$ cat config.mk
export PLATFORM = sky130hd
export DESIGN_NAME = scroll_map_reader
export DESIGN_NICKNAME = d
export VERILOG_FILES = /design/src/verilog/scroll_pkg.sv /design/src/verilog/scroll_map_reader.sv
export SDC_FILE = /design/constraint.sdc
export NUM_CORES = 1
export LEC_CHECK = 0
export BUFFER_PORTS_ARGS = -buffer_cell sky130_fd_sc_hd__clkbuf_2
export CAP_MARGIN = 20
export CORE_UTILIZATION = 28
export CTS_CLUSTER_DIAMETER = 60
export DETAILED_ROUTE_END_ITERATION = 8
export GPL_TIMING_DRIVEN = 0
export PLACE_DENSITY = 0.56
export RECOVER_POWER = 100
export SLEW_MARGIN = 25
export SYNTH_ARGS = -nofsm -noshare
export SYNTH_HDL_FRONTEND = slang
export SYNTH_SLANG_ARGS = --single-unit
export TNS_END_PERCENT = 50
$ cat constraint.sdc
create_clock -name clk -period 3.7 [get_ports clk]
set_clock_uncertainty 0.1 [all_clocks]
set_input_delay 0.74 -clock clk [delete_from_list [all_inputs] [get_ports clk]]
set_output_delay 0.74 -clock clk [all_outputs]
set_load 0.01 [all_outputs]
$ cat src/verilog/scroll_pkg.sv
/*
 * shared definitions for the scroll tile layer
 *   line and address sizes
 *   register write opcodes and the active register set
 *   map word and output pixel layouts
 *   map reader fetch states
 */
package scroll_pkg;

    // video geometry
    localparam int line_w    = 320;  // visible pixels per line
    localparam int flip_line = 223;  // last visible line, mirror point for flip

    // memory and pixel widths
    localparam int map_aw  = 15;
    localparam int tile_aw = 17;
    localparam int pxl_w   = 11;     // 1 prio + 7 palette + 3 colour

    // cpu write port opcode
    typedef enum logic [1:0] {
        sel_pages = 2'd0,
        sel_hscr  = 2'd1,
        sel_vscr  = 2'd2,
        sel_ctrl  = 2'd3
    } reg_sel_t;

    // active register set, loaded at line start
    typedef struct packed {
        logic [15:0] pages;  // four page nibbles, one per quadrant
        logic [9:0]  hscr;
        logic [8:0]  vscr;
        logic        flip;
    } scroll_regs_t;

    // map memory word
    // palette overlaps code, it is bits 12:6 of the word
    typedef struct packed {
        logic        prio;
        logic [1:0]  spare;
        logic [12:0] code;
    } map_entry_t;

    typedef struct packed {
        logic       prio;
        logic [6:0] palette;
        logic [2:0] colour;  // plane 2 in the msb
    } pixel_t;

    // map reader loop
    typedef enum logic [1:0] {
        fs_addr,
        fs_wait_a,
        fs_wait_b,
        fs_draw
    } fetch_st_t;

endpackage

$ cat src/verilog/scroll_map_reader.sv
/*
 * map reader for the scroll layer
 *   vertical scan latch with flip
 *   horizontal and vertical scroll with wrap
 *   page quadrant select and map address
 *   fetch FSM issuing draw to the tile shifter
 */
`timescale 1ns/1ps

module scroll_map_reader (
    input  logic                           clk,
    input  logic                           rst,
    input  logic                           line_start,
    input  scroll_pkg::scroll_regs_t       regs,
    input  logic [8:0]                     vrender,
    input  logic [8:0]                     hscan,
    input  logic                           busy,
    input  logic                           done,
    input  logic                           map_ok,
    input  logic                           tile_ok,
    output logic [scroll_pkg::map_aw-1:0]  map_addr,
    output logic [9:0]                     hpos,
    output logic [2:0]                     vpos_row,
    output logic                           draw
);
    import scroll_pkg::*;

    fetch_st_t  st;
    logic [8:0] vscan;  // line being rendered
    logic [8:0] vpos;   // scrolled vertical position
    logic [3:0] page;
    logic       mem_rdy;

    // scroll arithmetic, both wrap naturally
    assign hpos     = {1'b0, hscan} - regs.hscr;  // mod 1024
    assign vpos     = vscan + regs.vscr;          // mod 512
    assign vpos_row = vpos[2:0];                  // row inside the tile

    // quadrant from the two overflow bits
    always_comb begin
        case ({vpos[8], hpos[9]})
            2'b10:   page = regs.pages[15:12];  // upper left
            2'b11:   page = regs.pages[11:8];   // upper right
            2'b00:   page = regs.pages[7:4];    // lower left
            default: page = regs.pages[3:0];    // lower right
        endcase
    end

    // both memories settled and shifter free
    assign mem_rdy = map_ok & tile_ok & ~busy;

    // scan line for the whole render
    always_ff @(posedge clk or posedge rst) begin
        if (rst) begin
            vscan <= '0;
        end else if (line_start) begin
            // regs already hold the new values here
            vscan <= regs.flip ? 9'(flip_line) - vrender : vrender;
        end
    end

    // fetch loop
    // fs_addr waits until the last tile is fully written, since the
    // next address comes from the advanced hscan
    always_ff @(posedge clk or posedge rst) begin
        if (rst) begin
            st       <= fs_addr;
            map_addr <= '0;
            draw     <= 1'b0;
        end else if (line_start || done) begin
            st   <= fs_addr;  // idle between lines
            draw <= 1'b0;
        end else begin
            draw <= 1'b0;
            case (st)
                fs_addr: begin
                    if (!busy && !draw) begin
                        map_addr <= {page, vpos[7:3], hpos[8:3]};
                        st       <= fs_wait_a;
                    end
                end
                fs_wait_a: st <= fs_wait_b;  // let map_ok follow the new address
                fs_wait_b: st <= fs_draw;
                fs_draw: begin
                    // stall here on slow memory
                    if (mem_rdy) begin
                        draw <= 1'b1;
                        st   <= fs_addr;
                    end
                end
                default: st <= fs_addr;
            endcase
        end
    end

endmodule

==> impl_metrics.csv <==
group,metric,value,unit
status,status,"finished, final reports clean",
clocking,root_buffer,"clkbuf_8",
timing,relSlewSlack,30.86,%
pwr,p_comb_share,43.9,%
setup_path,critical_path_class,"in2out",
synth,synth_edf_count,0,
grt,grt_pass1_vias,1529,
grt,antenna_found_initial,0,
synth,yosysTopAreaCellShare,32.51,%
timing,setup_viol,0,
floorplan,rows,31,
clocking,post_cts_buffers,0,
clocking,clockBufferDepth,2,
grt,grt_pass1_wl,6982,um
layout,fill_cells,807,
synth,synth_async_sr_flop_share,100.0,%
placed_design,post_dp_cell_area,2643,um^2
pwr,vdd_drop_max,0.1156,mV
setup_path,crit_path_top_delay_cell,"fa_1",
grt,globalRouteOverflowTotal,0,
pwr,swShare,35.92,%
pwr,p_per_area,384.0,nW/um^2
clocking,cts_made_buffers,3,
synth,syn_nets,301,
floorplan,die_area,7770,um^2
setup_path,end_kind,"primary output",
synth,yosys-top-cells-area,"dfrtp_1 33%, ha_1 13%, xnor2_1 5.9%",
hold_path,hold_path_class,"reg2reg",
clocking,hold_buffers,0,
layout,drive_above_1_share,26.30,%
layout,final-instance-count-excl-fill,407,
layout,final_util,36.58,%
synth,syn_inst,216,
placed_design,finalWeightedCongestion,0.7480,
synth,syn-cell-area,2078,um^2
layout,final_area,2639,um^2
grt,grt_max_degree,28,
synth,synth_seq_cells,27,
clocking,cts_tree,"built",
drt,first_iter_violations,39,
floorplan,die_h,88.15,um
timing,tns,0,ns
drt,drcViolationCount,0,
pwr,finalPower,1.013,mW
timing,min_period_over_period,95.11,%
job,max_cap_viol_count,0,
layout,area_growth,26.97,%
setup_path,r2r_slack,0.40,ns
synth,synth_top_area_cell,"dfrtp_1",
layout,antenna_cells,0,
timing,hold_viol_final,0,
synth,synth_cell_types,46,
drt,num_vias,1795,
grt,track_usage,11.65,%
placed_design,port_buffers,88,
setup_path,cpPeakStageDelay,0.40,ns
clocking,htree_num_levels,1,
layout,fin_nets,394,
pwr,intPower,649.3,uW
placed_design,dp_slack,-0.09615,ns
setup_path,cp.arrival,2.68,ns
drt,ant_nets,0,
timing,worstMarginPinSlew,1.036,ns
drt,drt_pass1_iterations,4,
floorplan,core_area,7214,um^2
setup_path,cp_max_fo,2,
pwr,power_switching,363.9,uW
drt,vias_per_cell,4.410,
timing,setup_ws,0.1808,ns
timing,rsz0062_at_grt,"no",
clocking,clock-sinks,27,
synth,yosys_warnings,0,
synth,avgSynthCellArea,9.621,um^2
pwr,p_leak,1.280,nW
drt,avgRoutedWirePerCell,11.41,um
drt,wl,4643,um
setup_path,worstSetupStartpointType,"input pin",
setup_path,crit_path_cell_trace,"clkbuf_2 > inv_1 > ha_1 > fa_1 > nor2b_1 > o21ai_0 > a21boi_1 > o21ai_0 > a21oi_1 > o21a_1 > o21a_1 > nor2_1 > clkbuf_2",
timing,finalMaxSlewViolations,0,
synth,synthFlopType,"dfrtp_1",
timing,fmax,284.2,MHz
clocking,clkTransAtPathRegs,0.08,ns
pwr,pwr-share-seq,39.8,%
synth,synth_seq_area_share,32.51,%
timing,period_minus_slack,3.519,ns
setup_path,worstPathRequired,2.86,ns
setup_path,crit_buf_inv,3,
timing,hold_ws,0.3864,ns
floorplan,dieWidth,88.15,um
floorplan,io_pins,90,
setup_path,cpLargestDelayFamily,"compound AO/OA/AOI/OAI gates",
pwr,p_clk_share,16.2,%
placed_design,dp_hpwl,3872,um
placed_design,placed_cells,403,
clocking,clk_latency,0.27,ns
floorplan,initial_core_util,28.81,%
==> Yosys cell counts, drive strengths merged (2+ instances only) <==
cell / n
o21ai: 9
xnor2: 14
a21oi: 17
nand2: 11
ha: 22
buf: 3
a2111oi: 2
nor2b: 3
clkbuf: 5
xor2: 5
o21bai: 3
nor2: 18
nand4: 2
dfrtp: 27
nand3: 2
inv: 23
nor3: 9
fa: 2
and3: 2
a221o: 2
mux2: 9
o21a: 4
mux2i: 5
==> worst min-delay path, cell delays in order (launching register included) <==
cell     delay, ns
dfrtp_1       0.35
nand2_1       0.05
o31ai_1       0.05
==> kinds of logic (layout without fill, tap and decap cells) <==
logic type	count (synthesis)	after routing	synth area share, %
xor gates and xnor gates	19	19	8.007
adders and majority gates	24	24	15.17
and+or+nand+nor	55	55	13.07
AOI/OAI and AO/OA	45	45	16.56
buffers and inverters	31	123	6.141
DFF	27	27	32.51
muxes	15	15	8.550
==> registers in the layout (all words and copies together), names as in the netlist <==
register  cells
draw          1
map_addr     15
st            2
vscan         9
==> cell usage in the layout (no fill, tap or decap), types with 2 or more instances in the layout <==
cell / instances
a21oi_1: 16
a221o_1: 2
and3_1: 2
buf_4: 3
clkbuf_1: 36
clkbuf_2: 58
clkbuf_8: 3
dfrtp_1: 27
fa_1: 2
ha_1: 22
inv_1: 22
mux2_2: 9
mux2i_1: 5
nand2_1: 11
nand3_1: 2
nand4_1: 2
nor2_1: 18
nor2b_1: 3
nor3_1: 8
o21a_1: 4
o21ai_0: 7
o21bai_1: 3
xnor2_1: 14
xor2_1: 5
==> metal layers <==
| metal | wire length (um) | vias up | share of wire, % | global-route usage (%) |
|---|---|---|---|---|
| met4 | 41 | 0 | 0.88 | 3.079 |
| met2 | 2193 | 42 | 47 | 20.16 |
| li1 | - | 927 | - | - |
| met3 | 183 | 2 | 3.9 | 2.074 |
| met5 | 0 | - | 0 | 0 |
| met1 | 2225 | 824 | 48 | 14.95 |
==> final cells by class <==
class	count	area, um^2	area share (%)
Multi-Input combinational cell	158	1264	47.89
Sequential cell	27	675.6	25.60
Timing Repair Buffer	88	402.9	15.27
Tap cell	99	123.9	4.694
Inverter	23	86.33	3.272
Clock buffer	4	45.04	1.707
Buffer	8	41.29	1.565
==> worst paths after layout <==
check	startpoint	to	cells after the start
max in group asynchronous	rst	map_addr[7]	2
min reg2reg	map_addr[5]	map_addr[5]	2
max	hscan[0]	hpos[8]	13
max reg2reg	vscan[0]	map_addr[14]	10
min	map_addr[5]	map_addr[5]	2
min in group asynchronous	rst	draw	2
==> power groups by stage <==
stage               Sequential [mW]  Combinational, mW  Clock (mW)
finish                        0.403              0.445       0.165
global route                  0.416              0.499       0.190
CTS                           0.405              0.479       0.180
detailed placement            0.412              0.476           0
global placement              0.410              0.469           0
floorplan                     0.436              0.274           0
==> timing repair <==
action,in CTS,in global routing
resized for setup,0,1
setup endpoints to repair,0,1
hold endpoints to repair,0,0
Power figures use the tool's default switching activity.
