<file path="src/verilog/scroll_pkg.sv">
/*
 * shared definitions for the scroll tile layer
 *   line and address sizes
 *   register write opcodes and the active register set
 *   map word and output pixel layouts
 *   map reader fetch states
 */
package scroll_pkg;

    // video geometry
    localparam int line_w    = 320;  // visible pixels per line
    localparam int flip_line = 223;  // last visible line, mirror point for flip

    // memory and pixel widths
    localparam int map_aw  = 15;
    localparam int tile_aw = 17;
    localparam int pxl_w   = 11;     // 1 prio + 7 palette + 3 colour

    // cpu write port opcode
    typedef enum logic [1:0] {
        sel_pages = 2'd0,
        sel_hscr  = 2'd1,
        sel_vscr  = 2'd2,
        sel_ctrl  = 2'd3
    } reg_sel_t;

    // active register set, loaded at line start
    typedef struct packed {
        logic [15:0] pages;  // four page nibbles, one per quadrant
        logic [9:0]  hscr;
        logic [8:0]  vscr;
        logic        flip;
    } scroll_regs_t;

    // map memory word
    // palette overlaps code, it is bits 12:6 of the word
    typedef struct packed {
        logic        prio;
        logic [1:0]  spare;
        logic [12:0] code;
    } map_entry_t;

    typedef struct packed {
        logic       prio;
        logic [6:0] palette;
        logic [2:0] colour;  // plane 2 in the msb
    } pixel_t;

    // map reader loop
    typedef enum logic [1:0] {
        fs_addr,
        fs_wait_a,
        fs_wait_b,
        fs_draw
    } fetch_st_t;

endpackage

</file>
<file path="src/verilog/scroll_tile_shift.sv">
/*
 * tile shifter
 *   map entry latch and tile row address
 *   tile_ok qualify and plane load
 *   pixel shift out, line buffer writes, busy and done
 */
`timescale 1ns/1ps

module scroll_tile_shift (
    input  logic                            clk,
    input  logic                            rst,
    input  logic                            pxl2_cen,
    input  logic                            line_start,
    input  logic                            draw,
    input  logic [9:0]                      hpos,
    input  logic [2:0]                      vpos_row,
    input  logic [15:0]                     map_data,
    input  logic                            tile_ok,
    input  logic [31:0]                     tile_data,
    output logic [scroll_pkg::tile_aw-1:0]  tile_addr,
    output logic                            busy,
    output logic                            done,
    output logic [8:0]                      hscan,
    output logic                            wr_en,
    output scroll_pkg::pixel_t              wr_data
);
    import scroll_pkg::*;

    map_entry_t  map_word;   // view of the incoming map data
    map_entry_t  entry;      // latched for the tile being drawn
    logic [23:0] planes;     // plane 2 in 23:16, plane 0 in 7:0
    logic [1:0]  tile_good;  // tile_ok history
    logic        loaded;     // planes hold this tile's row
    logic        take;
    logic        load;

    assign map_word = map_data;
    assign take     = draw & ~done;
    assign load     = busy & ~loaded & (tile_good == 2'b11);
    assign wr_en    = busy & loaded & pxl2_cen;  // one pixel per cen

    always_comb begin
        wr_data.prio    = entry.prio;
        wr_data.palette = entry.code[12:6];  // overlaps the code field
        wr_data.colour  = {planes[23], planes[15], planes[7]};
    end

    // payload, no reset
    always_ff @(posedge clk) begin
        if (take) begin
            entry <= map_word;
        end
        if (load) begin
            planes <= tile_data[23:0];  // upper byte unused
        end else if (wr_en) begin
            planes <= {planes[22:16], 1'b0, planes[14:8], 1'b0, planes[6:0], 1'b0};
        end
    end

    always_ff @(posedge clk or posedge rst) begin
        if (rst) begin
            tile_addr <= '0;
            busy      <= 1'b0;
            done      <= 1'b1;  // nothing renders before a line start
            hscan     <= '0;
            tile_good <= '0;
            loaded    <= 1'b0;
        end else if (line_start) begin
            hscan     <= '0;
            done      <= 1'b0;
            busy      <= 1'b0;
            loaded    <= 1'b0;
            tile_good <= '0;
        end else begin
            if (take) begin
                tile_addr <= {map_word.code, vpos_row, 1'b0};
                busy      <= 1'b1;
                loaded    <= 1'b0;
                tile_good <= '0;  // old ok level does not count
            end else if (busy) begin
                tile_good <= {tile_good[0], tile_ok};
            end
            if (load) loaded <= 1'b1;
            if (wr_en) begin
                hscan <= hscan + 9'd1;
                if (hscan == 9'(line_w - 1)) begin
                    done <= 1'b1;  // last column written
                    busy <= 1'b0;
                end else if (hpos[2:0] == 3'd7) begin
                    busy <= 1'b0;  // tile boundary, partial first tile too
                end
            end
        end
    end

endmodule
</file>
<file path="config.mk">
export PLATFORM = sky130hd
export DESIGN_NAME = scroll_tile_shift
export DESIGN_NICKNAME = d
export VERILOG_FILES = /design/src/verilog/scroll_pkg.sv /design/src/verilog/scroll_tile_shift.sv
export SDC_FILE = /design/constraint.sdc
export NUM_CORES = 1
export LEC_CHECK = 0
export BUFFER_PORTS_ARGS = -buffer_cell sky130_fd_sc_hd__buf_4
export CORE_MARGIN = 3
export CORE_UTILIZATION = 47
export CTS_CLUSTER_SIZE = 30
export DETAILED_ROUTE_END_ITERATION = 6
export GPL_ROUTABILITY_DRIVEN = 0
export PLACE_DENSITY = 0.78
export SETUP_SLACK_MARGIN = 0.15
export SYNTH_ARGS = -nofsm -noshare
export SYNTH_HDL_FRONTEND = slang
export SYNTH_SLANG_ARGS = --single-unit
</file>
<file path="constraint.sdc">
create_clock -name clk -period 2.1 [get_ports clk]
set_input_delay 0 -clock clk [delete_from_list [all_inputs] [get_ports clk]]
set_output_delay 0 -clock clk [all_outputs]
set_load 0.005 [all_outputs]
</file>
==> reports/metrics.yaml <==
synthesis:
  synth_xor_area_share_pct: 0.680
  ys_seq_elements: 62
  avgSynthCellArea_um2: 15.2
  synth_top_family_by_area: "multiplexers"
  synth-simple-area-share_pct: 7.72
  synth_compound_area_share_pct: 3.45
  synthMuxAreaShare_pct: 17.3
  synthCells: 170
  yosysWarningCount: 0
  synthesis.area_um2: 2580
  ys_types: 30
  synthAdderAreaFrac_pct: 0.485
  ys_seq_area_share_pct: 66.5
  synth_fp_nets: 238
clocking:
  clk_latency_ns: 0.33
  cts.htree.levels: 3
  cts_buffer_depth: 2
  cts.sinks: 62
  cts_root_buf: "clkbuf_8"
  cts.repair.resized: 0
  cts_tree: "yes"
  numCtsBuffers: 9
  clk_pin_slew_ns: 0.07
finish:
  n_fill_cell: 332
  final_cell_area_um2: 3920
  n_antenna_cell: 0
  fin_util_pct: 75.4
  drive_gt1_share_pct: 46.8
  nets: 377
  syn_to_final_growth_pct: 52.2
timing:
  fin_skew_ns: 0.00507
  tns_ns: 0
  maxSlewHeadroom_pct: 60.6
  final_hold_viol_count: 0
  period_share_pct: 78.8
  max_slew.worst_pin.slew_ns: 0.590
  min_period_ns: 1.66
  max_freq_mhz: 604
  drv_slew: 0
  setup_violations: 0
  rsz0062_at_grt: "no"
setup_path:
  worstRegToRegCells: 3
  timing.rr.start: "busy"
  cp_data_required_time_ns: 2.18
  reg2reg_to: "planes[21]"
  cp_max_fo: 24
  crit_arrival_ns: 1.73
  r2r_slack_ns: 0.44
  start_kind: "flip-flop"
  critical_path_class: "flip-flop to flip-flop"
  critPathCaptureType: "flip-flop"
drt:
  vias: 1901
  routed_via_density: 4.95
  post_drt_wl_per_cell_um: 16.3
  drc: 0
  drt_iter0_markers: 83
  wl_um: 6250
  ant_nets: 0
  drt_first_pass_iters: 4
pwr:
  netSwitchingFraction_pct: 21.7
  switchingPower_w: 0.000582
  ir_drop_uv: 471
  p_int_w: 0.00210
  leakage_nw: 1.72
  power_density_nw_per_um2: 683
  p_clk_share_pct: 36.3
  seqPwrFrac_pct: 51.2
  p_comb_share_pct: 12.6
worst_hold_path:
  worst_hold_startpoint: "draw"
  hold_class: "input pin to flip-flop"
  min_to: "loaded"
  min_path_cells: 4
status:
  status: "finished, final reports clean"
job:
  max-cap-violations: 0
global_routing:
  grt_max_degree: 25
  grt_pass1_vias: 2026
  globalRouteOverflowTotal: 0
  grt_usage_pct: 20.8
  antenna_found_initial: 0
  grt_pass1_wl_um: 9740
place:
  dp_hpwl_um: 3600
  placedInstanceArea_um2: 3300
  portBuffers: 88
die:
  core.rowCount: 26
  initial_core_util_pct: 49.5
  die_y_um: 80.1
  dieArea_um2: 6410
  io_pins: 107
  core_area_um2: 5200
  die_w_um: 80.1
[layout by cell type (no fill, tap or decap), drive strengths merged]
cell | synthesis | layout
dlygate4sd3 | 0 | 44
nor4 | 1 | 1
o21ai | 3 | 3
o221ai | 1 | 1
nand2b | 2 | 2
clkinv | 0 | 3
mux2i | 3 | 3
o21a | 1 | 1
a21oi | 7 | 7
clkbuf | 1 | 11
buf | 9 | 94
or3 | 3 | 3
ha | 1 | 1
o31ai | 3 | 3
clkinvlp | 0 | 1
dfstp | 1 | 1
nand4b | 1 | 1
mux2 | 37 | 37
or4 | 3 | 3
xor2 | 2 | 2
nand3 | 2 | 2
inv | 7 | 7
nor2 | 8 | 8
nand4 | 4 | 4
nand2 | 6 | 6
bufinv | 0 | 1
nor3 | 2 | 2
dfrtp | 29 | 29
conb | 1 | 1
edfxtp | 32 | 32
[flip-flops by register name (all words and copies together) (netlist names)]
signal     count
tile_good      2
loaded         1
wr_data        8
tile_addr     16
planes        24
busy           1
hscan          9
done           1
[layer usage]
layer | track usage [%] | up-vias | share of wire [%]
met3 | 4.93 | 8 | 5.5
met2 | 36.5 | 74 | 54
met5 | 0 | - | 0
li1 | - | 901 | -
met1 | 24.3 | 918 | 39
met4 | 8.78 | 0 | 1.3
[stage by stage]
stage	setup WS, ns	total power [W]	instances	hold slack (ns)
2_1_floorplan	0.314	0.00147	170	0.0735
3_3_place_gp	0.466	0.00164	324	0.102
3_5_place_dp	0.449	0.00165	324	0.105
4_1_cts	0.447	0.00268	384	0.0216
5_1_grt	0.353	0.00279	384	0.0641
6_report	0.444	0.00268	384	0.0342
[cell families (layout without fill, tap and decap cells)]
family | after synthesis | in the layout
flops | 62 | 62
mux | 40 | 40
simple gates | 32 | 32
buf+inv | 17 | 161
compound gates | 15 | 15
xor+xnor | 2 | 2
fa+ha+maj | 1 | 1
other cells | 1 | 1
[power groups by stage]
stage               logic (W)  registers (W)  clock network (W)
floorplan           0.0000788        0.00139                  0
detailed placement   0.000263        0.00139                  0
global placement     0.000258        0.00139                  0
CTS                  0.000330        0.00137           0.000984
global route         0.000360        0.00138            0.00106
finish               0.000337        0.00137           0.000972
[how the worst max path moves through the flow]
stage             start  slack [ns]          to  depth (start not counted)
2_1_floorplan    loaded        0.31   planes[0]                          3
5_1_grt        hscan[0]        0.35    hscan[8]                          4
6_report           busy        0.44  planes[21]                          3
4_1_cts            busy        0.45  planes[10]                          3
3_3_place_gp       busy        0.47   planes[6]                          3
3_5_place_dp       busy        0.45  planes[10]                          3
[final cells by class]
| cell class | instances | area (µm²) | share of cell area, % |
|---|---|---|---|
| clock inverter | 5 | 50.0 | 1.28 |
| sequential | 62 | 1710 | 43.7 |
| inverter | 7 | 26.3 | 0.670 |
| multi-input combinational | 91 | 768 | 19.6 |
| tap | 70 | 87.6 | 2.23 |
| timing repair buffer | 138 | 1150 | 29.2 |
| clock buffer | 11 | 131 | 3.35 |
[synth_stat cells]
library cell	number	area, µm²
edfxtp_1	32	961
nand4b_4	1	23.8
mux2_2	37	417
nor2_2	1	6.26
xor2_1	2	17.5
o31ai_1	3	22.5
nor2_1	7	26.3
nand2_1	6	22.5
a21oi_1	7	35.0
inv_1	7	26.3
o21a_1	1	7.51
nand4_1	3	18.8
dfstp_2	1	26.3
nor4_1	1	6.26
o21ai_0	3	15.0
or3_1	3	18.8
nand4_4	1	21.3
conb_1	1	3.75
clkbuf_1	1	3.75
buf_6	1	11.3
o221ai_1	1	8.76
buf_2	2	10.0
ha_1	1	12.5
nand2b_1	2	12.5
or4_1	3	22.5
dfrtp_1	29	726
buf_4	6	45.0
nand3_1	2	10.0
nor3_1	2	10.0
mux2i_1	3	30.0
[critical path, stage by stage, from the launching register on]
cell and delay (ns):
dfrtp_1 0.53, nand4b_4 0.18, buf_4 0.31, mux2_2 0.38
[repair_timing]
item	CTS	global route
buffers inserted	0	0
endpoints found under the setup margin	0	0
endpoints found under the hold margin	74	0
hold buffers	44	0
Note: power is estimated with default switching activity, not from simulation.
