`config.mk`:
```
export PLATFORM = sky130hd
export DESIGN_NAME = scroll_regs
export DESIGN_NICKNAME = d
export VERILOG_FILES = /design/src/verilog/scroll_pkg.sv /design/src/verilog/scroll_regs.sv
export SDC_FILE = /design/constraint.sdc
export NUM_CORES = 1
export LEC_CHECK = 0
export BUFFER_PORTS_ARGS = -buffer_cell sky130_fd_sc_hd__buf_2
export CAP_MARGIN = 5
export CORE_UTILIZATION = 25
export DETAILED_ROUTE_END_ITERATION = 10
export PLACE_DENSITY_LB_ADDON = 0.1
export SLEW_MARGIN = 0
export SYNTH_ARGS = -nofsm -noshare
export SYNTH_HDL_FRONTEND = slang
export SYNTH_SLANG_ARGS = --single-unit
```
`constraint.sdc`:
```
create_clock -name clk -period 2.4 [get_ports clk]
set_input_delay 0.12 -clock clk [delete_from_list [all_inputs] [get_ports clk]]
set_output_delay 0.12 -clock clk [all_outputs]
set_load 0.05 [all_outputs]
```
`src/verilog/scroll_pkg.sv`:
```
/*
 * shared definitions for the scroll tile layer
 *   line and address sizes
 *   register write opcodes and the active register set
 *   map word and output pixel layouts
 *   map reader fetch states
 */
package scroll_pkg;

    // video geometry
    localparam int line_w    = 320;  // visible pixels per line
    localparam int flip_line = 223;  // last visible line, mirror point for flip

    // memory and pixel widths
    localparam int map_aw  = 15;
    localparam int tile_aw = 17;
    localparam int pxl_w   = 11;     // 1 prio + 7 palette + 3 colour

    // cpu write port opcode
    typedef enum logic [1:0] {
        sel_pages = 2'd0,
        sel_hscr  = 2'd1,
        sel_vscr  = 2'd2,
        sel_ctrl  = 2'd3
    } reg_sel_t;

    // active register set, loaded at line start
    typedef struct packed {
        logic [15:0] pages;  // four page nibbles, one per quadrant
        logic [9:0]  hscr;
        logic [8:0]  vscr;
        logic        flip;
    } scroll_regs_t;

    // map memory word
    // palette overlaps code, it is bits 12:6 of the word
    typedef struct packed {
        logic        prio;
        logic [1:0]  spare;
        logic [12:0] code;
    } map_entry_t;

    typedef struct packed {
        logic       prio;
        logic [6:0] palette;
        logic [2:0] colour;  // plane 2 in the msb
    } pixel_t;

    // map reader loop
    typedef enum logic [1:0] {
        fs_addr,
        fs_wait_a,
        fs_wait_b,
        fs_draw
    } fetch_st_t;

endpackage

```
`src/verilog/scroll_regs.sv`:
```
/*
 * scroll register block
 *   cpu write strobe into the shadow copy
 *   lhbl falling edge detect, line_start pulse
 *   shadow to active copy at line start
 */
`timescale 1ns/1ps

module scroll_regs (
    input  logic                     clk,
    input  logic                     rst,
    input  logic                     LHBL,
    input  logic                     reg_we,
    input  scroll_pkg::reg_sel_t     reg_sel,
    input  logic [15:0]              reg_wdata,
    output scroll_pkg::scroll_regs_t regs,
    output logic                     line_start
);
    import scroll_pkg::*;

    scroll_regs_t shadow;  // cpu side copy
    logic         lhbl_l;  // lhbl one clock late
    logic         hb_fall;

    // blanking starts when lhbl goes low
    assign hb_fall = lhbl_l & ~LHBL;

    // cpu writes, may land anywhere in the line
    always_ff @(posedge clk or posedge rst) begin
        if (rst) begin
            shadow <= '0;
        end else if (reg_we) begin
            case (reg_sel)
                sel_pages: shadow.pages <= reg_wdata;
                sel_hscr:  shadow.hscr  <= reg_wdata[9:0];
                sel_vscr:  shadow.vscr  <= reg_wdata[8:0];
                sel_ctrl:  shadow.flip  <= reg_wdata[0];  // other ctrl bits unused
                default:   ;
            endcase
        end
    end

    // active copy only moves at the blanking edge
    // so a line in flight keeps its scroll values
    always_ff @(posedge clk or posedge rst) begin
        if (rst) begin
            lhbl_l     <= 1'b0;  // no false edge out of reset
            line_start <= 1'b0;
            regs       <= '0;
        end else begin
            lhbl_l     <= LHBL;
            line_start <= hb_fall;
            if (hb_fall) begin
                regs <= shadow;  // same clock as the line_start pulse
            end
        end
    end

endmodule

```
==> run_results.csv, run 1 <==
group,metric,value,unit
outcome,status,"finished, final reports clean",
finish,area.growth.synth_to_final,29.1,%
yosys,synth_top_cell_area_share,67.0,%
drt,vias,1518,
global_route,grt_use_met1,14.4,%
yosys,synth.avg_cell_area,17.5,sq um
yosys,synth_compound_area_share,0,%
global_route,first_global_vias,1728,
floorplan,start_util,25.6,%
setup_path,cp_slowest_cell,"dlygate4sd3_1",
finish,nFillCells,1077,
drt,viasPerCell,4.02,
power_and_ir_drop,p_sw,1.44,mW
yosys,synthTopCellsByCount,"dfrtp_1, mux2_2, buf_4",
placement,port_buffers,58,
floorplan,dieArea,0.0115,sq mm
power_and_ir_drop,clkPwrFrac,29.1,%
drt,detail-route-antenna-nets,0,
yosys,synthCells,158,
yosys,synth_top_family_by_area,"multiplexers",
sta,relSlewSlack,48.1,%
drt,drt-total-wl,5420,um
sta,finClkSkew,6.75,ps
sta,worst_pin_slew,778,ps
global_route,grt_antenna_before_repair,0,
sta,rsz0062_at_grt,"false",
global_route,grt_busiest_layer,"met2",
finish,multiInputGateArea,867,sq um
sta,hold_viol_final,0,
power_and_ir_drop,ir_worst_vdd,0.000360,V
flow_run,maxCapViolations,0,
setup_path,r2r_setup_slack,970,ps
hold_path,min_path_cells,2,
floorplan,io_pins,59,
power_and_ir_drop,p_leak,1.60,nW
global_route,overflow,0,
sta,slew_violations,0,
hold_path,timing.hold.worst.start,"reg_wdata[9]",
sta,min_period_over_period,64.1,%
power_and_ir_drop,intPower,2.60,mW
finish,ff_latch_area,0.00185,sq mm
global_route,grt_pass1_wl,9320,um
setup_path,worst_ep_arrival_time,1770,ps
floorplan,fp.dieW,107,um
cts,post_cts_resize_count,0,
floorplan,row_count,38,
floorplan,die_y,107,um
yosys,yosys.area_share.adder,0,%
yosys,yosysWarnings,0,
cts,cts-buffers-inserted,9,
placement,pre_cts_ws,951,ps
hold_path,hold_class,"in2reg",
drt,drt_iter0_drc,19,
sta,setup_slack,863,ps
sta,setup_viol,0,
sta,whs,32.6,ps
setup_path,critical_path_class,"in2reg",
setup_path,worstPathMaxFanout,25,
cts,cts_buffer_depth,2,
power_and_ir_drop,power-per-cell-area,1130,mW/mm^2
global_route,grt_usage,10.9,%
yosys,async_flop_share,100,%
setup_path,cp-start-kind,"input pin",
yosys,synth_flop_cell,"dfrtp_1",
setup_path,rr_endpoint,"regs[28]",
setup_path,crit_path_end_kind,"flop",
placement,hpwl,3510,um
setup_path,reg2reg_from,"lhbl_l",
yosys,synth.area.mux_share,29.3,%
drt,dr.pass1.iters,4,
sta,fmax,651,MHz
yosys,ys_seq_area_share,67.0,%
drt,wl_per_cell,14.3,um
global_route,grtUsageMet3,3.40,%
yosys,synth_edf_count,0,
finish,nets,255,
finish,drive_gt1_share,64.3,%
yosys,synth-simple-area-share,1.77,%
global_route,met2_usage,16.1,%
setup_path,setup.worst_path.start,"LHBL",
power_and_ir_drop,combinationalPowerShare,29.4,%
cts,clkLatencyLatePin,340,ps
power_and_ir_drop,swShare,35.7,%
placement,gp_congestion,0.628,
cts,cts.reportedPaths.clkPinSlew,80,ps
setup_path,max_stage_delay,530,ps
finish,diodes,0,
cts,cts.htree.levels,3,
sta,tns,0,ps
power_and_ir_drop,pwr-share-seq,41.5,%
setup_path,worst_ep_required_time,2630,ps
cts,root_buffer,"clkbuf_8",
yosys,syn-num-nets,180,
global_route,grt_max_degree,44,
yosys,synth.distinct_cells,11,
setup_path,crit_chain,"dlygate4sd3_1 > buf_2 > nor2b_4 > buf_12 > mux2_2",
setup_path,crit_end,"regs[28]",
setup_path,rr_worst_depth,3,
drt,drc,0,
yosys,synth_area,0.00276,sq mm
yosys,synthTopCellsByArea,"dfrtp_1, mux2_2, buf_4, nor3b_4, buf_8",
cts,cts_tree,"done",
yosys,ys_seq_elements,74,
cts,cts_sinks,74,
sta,finalCriticalPeriod,1540,ps
yosys,synth_largest_area_cell,"dfrtp_1",
floorplan,core_area,0.0108,sq mm
yosys,yosysMostFrequentCell,"dfrtp_1",
yosys,synthXorXnorAreaFrac,0,%
## critical path: cells and delay by family
kind | cells | cell delay [ps]
buf+inv | 3 | 930
simple gates | 1 | 350
mux | 1 | 350
## cell usage in the layout (no fill, tap or decap), drive strengths merged, types with 2 or more instances in the layout
master       instances
clkinvlp             2
bufinv               3
mux2                72
dlygate4sd3          8
nand3b               2
clkbuf              10
dfrtp               74
buf                 62
## layout make-up
cell class              count  share of cell area (%)
well taps                 140                    4.91
clock buffers              10                    3.58
multi-input cells          77                    24.3
inverters                   1                   0.140
clock inverters             6                    3.19
flip-flops and latches     74                    51.9
repair buffers             70                    11.9
## worst min-delay path by stage
stage | to | slack, ps
finish | shadow[29] | 30
global route | shadow[29] | 10
CTS | shadow[29] | 20
detailed placement | shadow[28] | 290
global placement | shadow[28] | 290
floorplan | lhbl_l | 150
## state kept, by name (all words and copies together), names as in the netlist
register    flops
lhbl_l          1
regs           36
shadow         36
line_start      1
## cell families after synthesis
logic type             Yosys count
DFF                             74
muxes                           72
buffers and inverters            7
and+or+nand+nor                  5
## power by group through the flow
stage          registers, mW  logic [mW]  clock network (mW)
6_report                1.68        1.19                1.18
3_3_place_gp            1.71        1.18                   0
3_5_place_dp            1.71        1.19                   0
4_1_cts                 1.69        1.20                1.22
5_1_grt                 1.73        1.26                1.28
2_1_floorplan           2.29       0.307                   0
## stage by stage
stage          instance area [sq um]  power (mW)  utilization [%]  cells
2_1_floorplan                   2760        2.60                -    158
3_3_place_gp                    3240        2.89             30.1    354
3_5_place_dp                    3240        2.90             30.1    354
4_1_cts                         3570        4.11             33.0    378
5_1_grt                         3570        4.28             33.0    378
6_report                        3570        4.04             33.0    378
## per-layer routing
metal	vias up	part of all wire, %
met1	760	48
met5	-	0
met3	10	5.3
li1	707	-
met2	41	45
met4	0	1.6
## what timing repair did
action / 4_1_cts / 5_1_grt
hold endpoints to repair: 49 / 0
setup buffers: 0 / 0
hold buffers: 8 / 0
No activity file was read; power rests on OpenSTA's default activity.
==> run 2, diff against run 1 <==
- clock period: 2.4 -> 1.4 ns (I/O delays scaled with it)
==> run 2 against run 1 <==
  * Flip-flop and latch count unchanged
  * Wire length increased by 2.2%
  * Hold slack got worse by 12 ps
  * Total power increased by 69%
  * Register-to-register slack got worse by 770 ps
  * Critical endpoint unchanged
  * Highest routed layer unchanged
==> run_results.csv, run 2 (synthesized netlist as in run 1, its figures left out) <==
group,metric,value,unit
drt,drc,0,
outcome,status,"finished, final reports clean",
setup_path,cp-start-kind,"input pin",
cts,cts_sinks,74,
global_route,grt_usage,10.8,%
finish,diodes,0,
cts,post_cts_resize_count,0,
global_route,grt_pass1_wl,9050,um
placement,place_area,0.00327,sq mm
finish,nets,266,
cts,cts-buffers-inserted,9,
floorplan,core_area,0.0108,sq mm
setup_path,crit_path_end_kind,"flop",
floorplan,dieArea,0.0115,sq mm
drt,maxUsedRoutingLayer,"met4",
drt,wl_met2,2480,um
hold_path,hold_class,"in2reg",
floorplan,start_util,25.6,%
setup_path,crit_chain,"dlygate4sd3_1 > buf_2 > nor2b_4 > buf_4 > mux2_2",
power_and_ir_drop,power-per-cell-area,1860,mW/mm^2
global_route,grt_max_degree,75,
sta,relSlewSlack,72.1,%
global_route,grt_antenna_before_repair,0,
sta,finalCriticalPeriod,1280,ps
finish,layout_common_cells,"dfrtp_1, mux2_2, buf_2",
setup_path,critical_path_class,"in2reg",
sta,tns,0,ps
placement,port_buffers,58,
drt,wl_per_cell,14.2,um
finish,area.growth.synth_to_final,32.9,%
finish,drive_gt1_share,62.7,%
setup_path,path_buf_inv,3,
setup_path,worst_ep_required_time,1620,ps
sta,finClkSkew,8.96,ps
drt,dr.pass1.iters,3,
cts,hold_buffers,17,
cts,clkLatencyLatePin,340,ps
drt,wl_met1,2750,um
drt,met3WireLength,242,um
drt,drt_iter0_drc,13,
setup_path,worstPathMaxFanout,14,
sta,fmax,782,MHz
floorplan,fp.dieW,107,um
finish,final_common_cell,"dfrtp_1",
cts,cts.htree.levels,3,
power_and_ir_drop,pwr-share-seq,42.1,%
finish,reg_top3,"regs x36, shadow x36",
power_and_ir_drop,p_leak,1.64,nW
placement,hpwl,3580,um
cts,cts_tree,"done",
cts,root_buffer,"clkbuf_8",
power_and_ir_drop,intPower,4.34,mW
setup_path,max_stage_delay,550,ps
sta,worst_pin_slew,418,ps
placement,gp_congestion,0.620,
sta,min_period_over_period,91.4,%
sta,setup_viol,0,
setup_path,critical_path.top_delay_family,"buffers and inverters",
drt,detail-route-antenna-nets,0,
cts,cts_buffer_depth,2,
drt,drt-total-wl,5540,um
sta,whs,20.6,ps
cts,cts_setup_buffers,0,
global_route,first_global_vias,1658,
power_and_ir_drop,swShare,36.3,%
drt,viasPerCell,4.05,
sta,rsz0062_at_grt,"false",
cts,cts.reportedPaths.clkPinSlew,70,ps
floorplan,io_pins,59,
sta,hold_viol_final,0,
sta,slew_violations,0,
floorplan,die_y,107,um
power_and_ir_drop,combinationalPowerShare,30.4,%
power_and_ir_drop,p_sw,2.47,mW
drt,vias,1577,
global_route,overflow,0,
setup_path,cp_slowest_cell,"dlygate4sd3_1",
finish,fin_area,0.00367,sq mm
power_and_ir_drop,ir_worst_vdd,0.000617,V
setup_path,worst_ep_arrival_time,1500,ps
floorplan,row_count,38,
power_and_ir_drop,clkPwrFrac,27.5,%
flow_run,maxCapViolations,0,
run 2: area by class of cell:
class | instances | area [sq um]
repair buffers | 81 | 543
inverters | 1 | 7.51
fillers | 1071 | 7120
flip-flops and latches | 74 | 1850
clock buffers | 10 | 138
multi-input cells | 77 | 867
clock inverters | 6 | 88.8
well taps | 140 | 175
run 2: path summary, 6_finish.rpt:
check	startpoint	to	slack, ps	cells after the start
max	LHBL	regs[28]	120	5
max reg2reg	lhbl_l	regs[28]	200	3
max in group asynchronous	rst	shadow[8]	690	4
min in group asynchronous	rst	shadow[18]	360	4
min reg2reg	shadow[23]	regs[23]	500	1
min	reg_wdata[7]	shadow[17]	20	2
run 2: power groups by stage:
stage | registers, mW | logic (mW) | clock network [mW]
2_1_floorplan | 3.93 | 0.526 | 0
3_3_place_gp | 2.92 | 2.05 | 0
3_5_place_dp | 2.93 | 2.06 | 0
4_1_cts | 2.89 | 2.10 | 1.95
5_1_grt | 2.95 | 2.18 | 2.04
6_report | 2.87 | 2.07 | 1.87
run 2: routing by layer:
layer / up-vias / GRT usage (%)
li1: 733 / -
met1: 799 / 15.1
met2: 39 / 14.9
met3: 6 / 3.53
met4: 0 / 4.99
met5: - / 0
run 2: per-stage QoR:
step	util, %	power (mW)	instances	worst slack, ps
6_report	34.0	6.82	389	121
5_1_grt	34.0	7.17	389	81.2
4_1_cts	34.0	6.93	389	126
3_5_place_dp	30.3	4.99	356	194
3_3_place_gp	30.3	4.97	356	201
2_1_floorplan	-	4.45	158	166
==> run 3, diff against run 2 <==
- CELL_PAD_IN_SITES_DETAIL_PLACEMENT: unset -> 1
- CELL_PAD_IN_SITES_GLOBAL_PLACEMENT: unset -> 2
- clock period: 1.4 -> 1 ns (I/O delays scaled with it)
==> run 3 against run 2 <==
  * The flow now finishes with violations (negative setup slack)
  * Non-clock buffer count rose by 12
  * Hold slack better by 87 ps
  * Critical path depth fell by 1
  * First-iteration DRC count is 54% higher
  * Clock-buffer cell count is 3 higher
  * Setup slack got worse by 330 ps
  * Design area is 14% higher
  * Cell count increased by 3.1%
  * Wire length up 21%
  * Total power up 53%
  * Core utilization increased by 4.8 points
  * Largest cell class unchanged
  * Highest routed layer unchanged
==> run_results.csv, run 3 (synthesized netlist as in run 1, its figures left out) <==
group,metric,value,unit
finish,nets,278,
finish,final_cell_count_no_fill,401,
floorplan,fp.dieW,107,um
cts,cts_sinks,74,
global_route,first_global_vias,1895,
sta,min_period_over_period,120,%
setup_path,critical_path_class,"reg2reg",
finish,fin_area,0.00419,sq mm
placement,port_buffers,58,
setup_path,max_stage_delay,360,ps
setup_path,worst_ep_required_time,1230,ps
outcome,status,"complete, but fails checks",
floorplan,core_area,0.0108,sq mm
sta,rsz0062_at_grt,"true",
finish,area.growth.synth_to_final,51.8,%
setup_path,cp-start-kind,"flop",
sta,slew_violations,0,
cts,cts_tree,"done",
power_and_ir_drop,ir_worst_vdd,0.000928,V
floorplan,dieArea,0.0115,sq mm
sta,relSlewSlack,73.1,%
sta,hold_viol_final,0,
global_route,grt_antenna_before_repair,0,
drt,dr.pass1.iters,3,
sta,finClkSkew,13.7,ps
cts,cts.htree.levels,3,
drt,drc,0,
floorplan,row_count,38,
global_route,grt_pass1_wl,10200,um
cts,cts-buffers-inserted,9,
drt,drt_iter0_drc,20,
sta,finalCriticalPeriod,1200,ps
finish,reg_top3,"regs x36, shadow x36",
power_and_ir_drop,power-per-cell-area,2490,mW/mm^2
cts,cts.reportedPaths.clkPinSlew,70,ps
setup_path,worstPathMaxFanout,7,
sta,fmax,830,MHz
drt,wl_per_cell,16.7,um
outcome,violations,"negative setup slack",
floorplan,start_util,25.6,%
hold_path,hold_class,"in2reg",
cts,clkLatencyLatePin,350,ps
global_route,overflow,0,
placement,placed_cells,362,
drt,viasPerCell,4.18,
setup_path,crit_chain,"nor2b_4 > buf_12 > clkbuf_16 > mux2_4",
power_and_ir_drop,p_leak,1.93,nW
finish,nFillCells,1083,
setup_path,cp_slowest_cell,"dfrtp_1",
setup_path,worst_ep_arrival_time,1430,ps
drt,drt-total-wl,6710,um
setup_path,crit_path_end_kind,"flop",
finish,diodes,0,
global_route,grt_max_degree,75,
placement,gp_congestion,0.702,
flow_run,maxCapViolations,0,
global_route,grt_usage,12.0,%
cts,cts_buffer_depth,2,
sta,worst_pin_slew,404,ps
floorplan,die_y,107,um
finish,final_common_cell,"dfrtp_1",
setup_path,critical_path.top_delay_family,"flip-flops",
sta,setup_viol,36,
finish,layout_common_cells,"dfrtp_1, mux2_4, buf_6",
sta,setup_slack,-205,ps
finish,post-route-util,38.9,%
placement,place_area,0.00336,sq mm
drt,vias,1675,
finish,drive_gt1_share,63.6,%
cts,root_buffer,"clkbuf_8",
drt,detail-route-antenna-nets,0,
setup_path,path_buf_inv,2,
floorplan,io_pins,59,
placement,hpwl,4140,um
==> run 3: cell types whose count changed in the layout (fill, tap and decap cells not counted), sizes merged <==
| cell | before | now |
|---|---|---|
| inv | 1 | 0 |
| buf | 64 | 72 |
| dlygate4sd3 | 17 | 18 |
| clkinvlp | 3 | 2 |
| bufinv | 2 | 1 |
| clkbuf | 10 | 16 |
==> run 3: repair_timing <==
action | CTS | global route
hold endpoints to repair | 108 | 0
setup endpoints to repair | 72 | 67
hold buffers | 18 | 0
setup buffers | 1 | 1
pin swaps | 0 | 0
resized for setup | 49 | 57
gates cloned | 0 | 3
==> run 3: worst paths after layout <==
kind,start,endpoint,slack [ps],cells after the start
setup / recovery,lhbl_l,regs[29],-200,4
hold / removal,reg_sel[1],shadow[0],110,3
setup reg to reg,lhbl_l,regs[29],-200,4
max in group asynchronous,rst,regs[1],320,4
min in group asynchronous,rst,regs[18],340,4
hold reg to reg,shadow[5],regs[5],500,1
==> run 3: per-layer routing <==
metal,global-route usage (%),up-vias,share of wire [%]
li1,-,752,-
met1,14.6,873,44
met2,20.1,38,51
met3,2.55,12,3.4
met4,6.16,0,2.0
met5,0,-,0
==> run 3: layout make-up <==
class	count	area, sq um	share of cell area (%)
Inverter	1	7.51	0.179
Clock inverter	3	46.3	1.10
Timing Repair Buffer	93	927	22.1
Multi-Input combinational cell	77	1020	24.3
Tap cell	140	175	4.18
Clock buffer	13	169	4.03
Sequential cell	74	1850	44.2
==> run 3: power breakdown <==
group / switching (mW) / internal, mW / total (mW)
registers: 0.487 / 3.69 / 4.17
clock network: 1.12 / 1.36 / 2.48
logic: 2.06 / 1.72 / 3.78
total: 3.67 / 6.77 / 10.4
==> run 3: per-stage QoR <==
step	setup TNS [ps]	power [mW]	hold slack [ps]	setup WS (ps)
CTS	-6440	10.1	98.5	-199
floorplan	-5670	6.28	81.4	-191
global route	-7800	10.9	118	-239
detailed placement	-8350	7.10	198	-175
finish	-6480	10.4	107	-205
global placement	-7530	6.98	180	-157
==> run 3: worst min-delay path: stages <==
cell,delay [ps]
buf_2,130
nand3_1,80
mux2_2,150
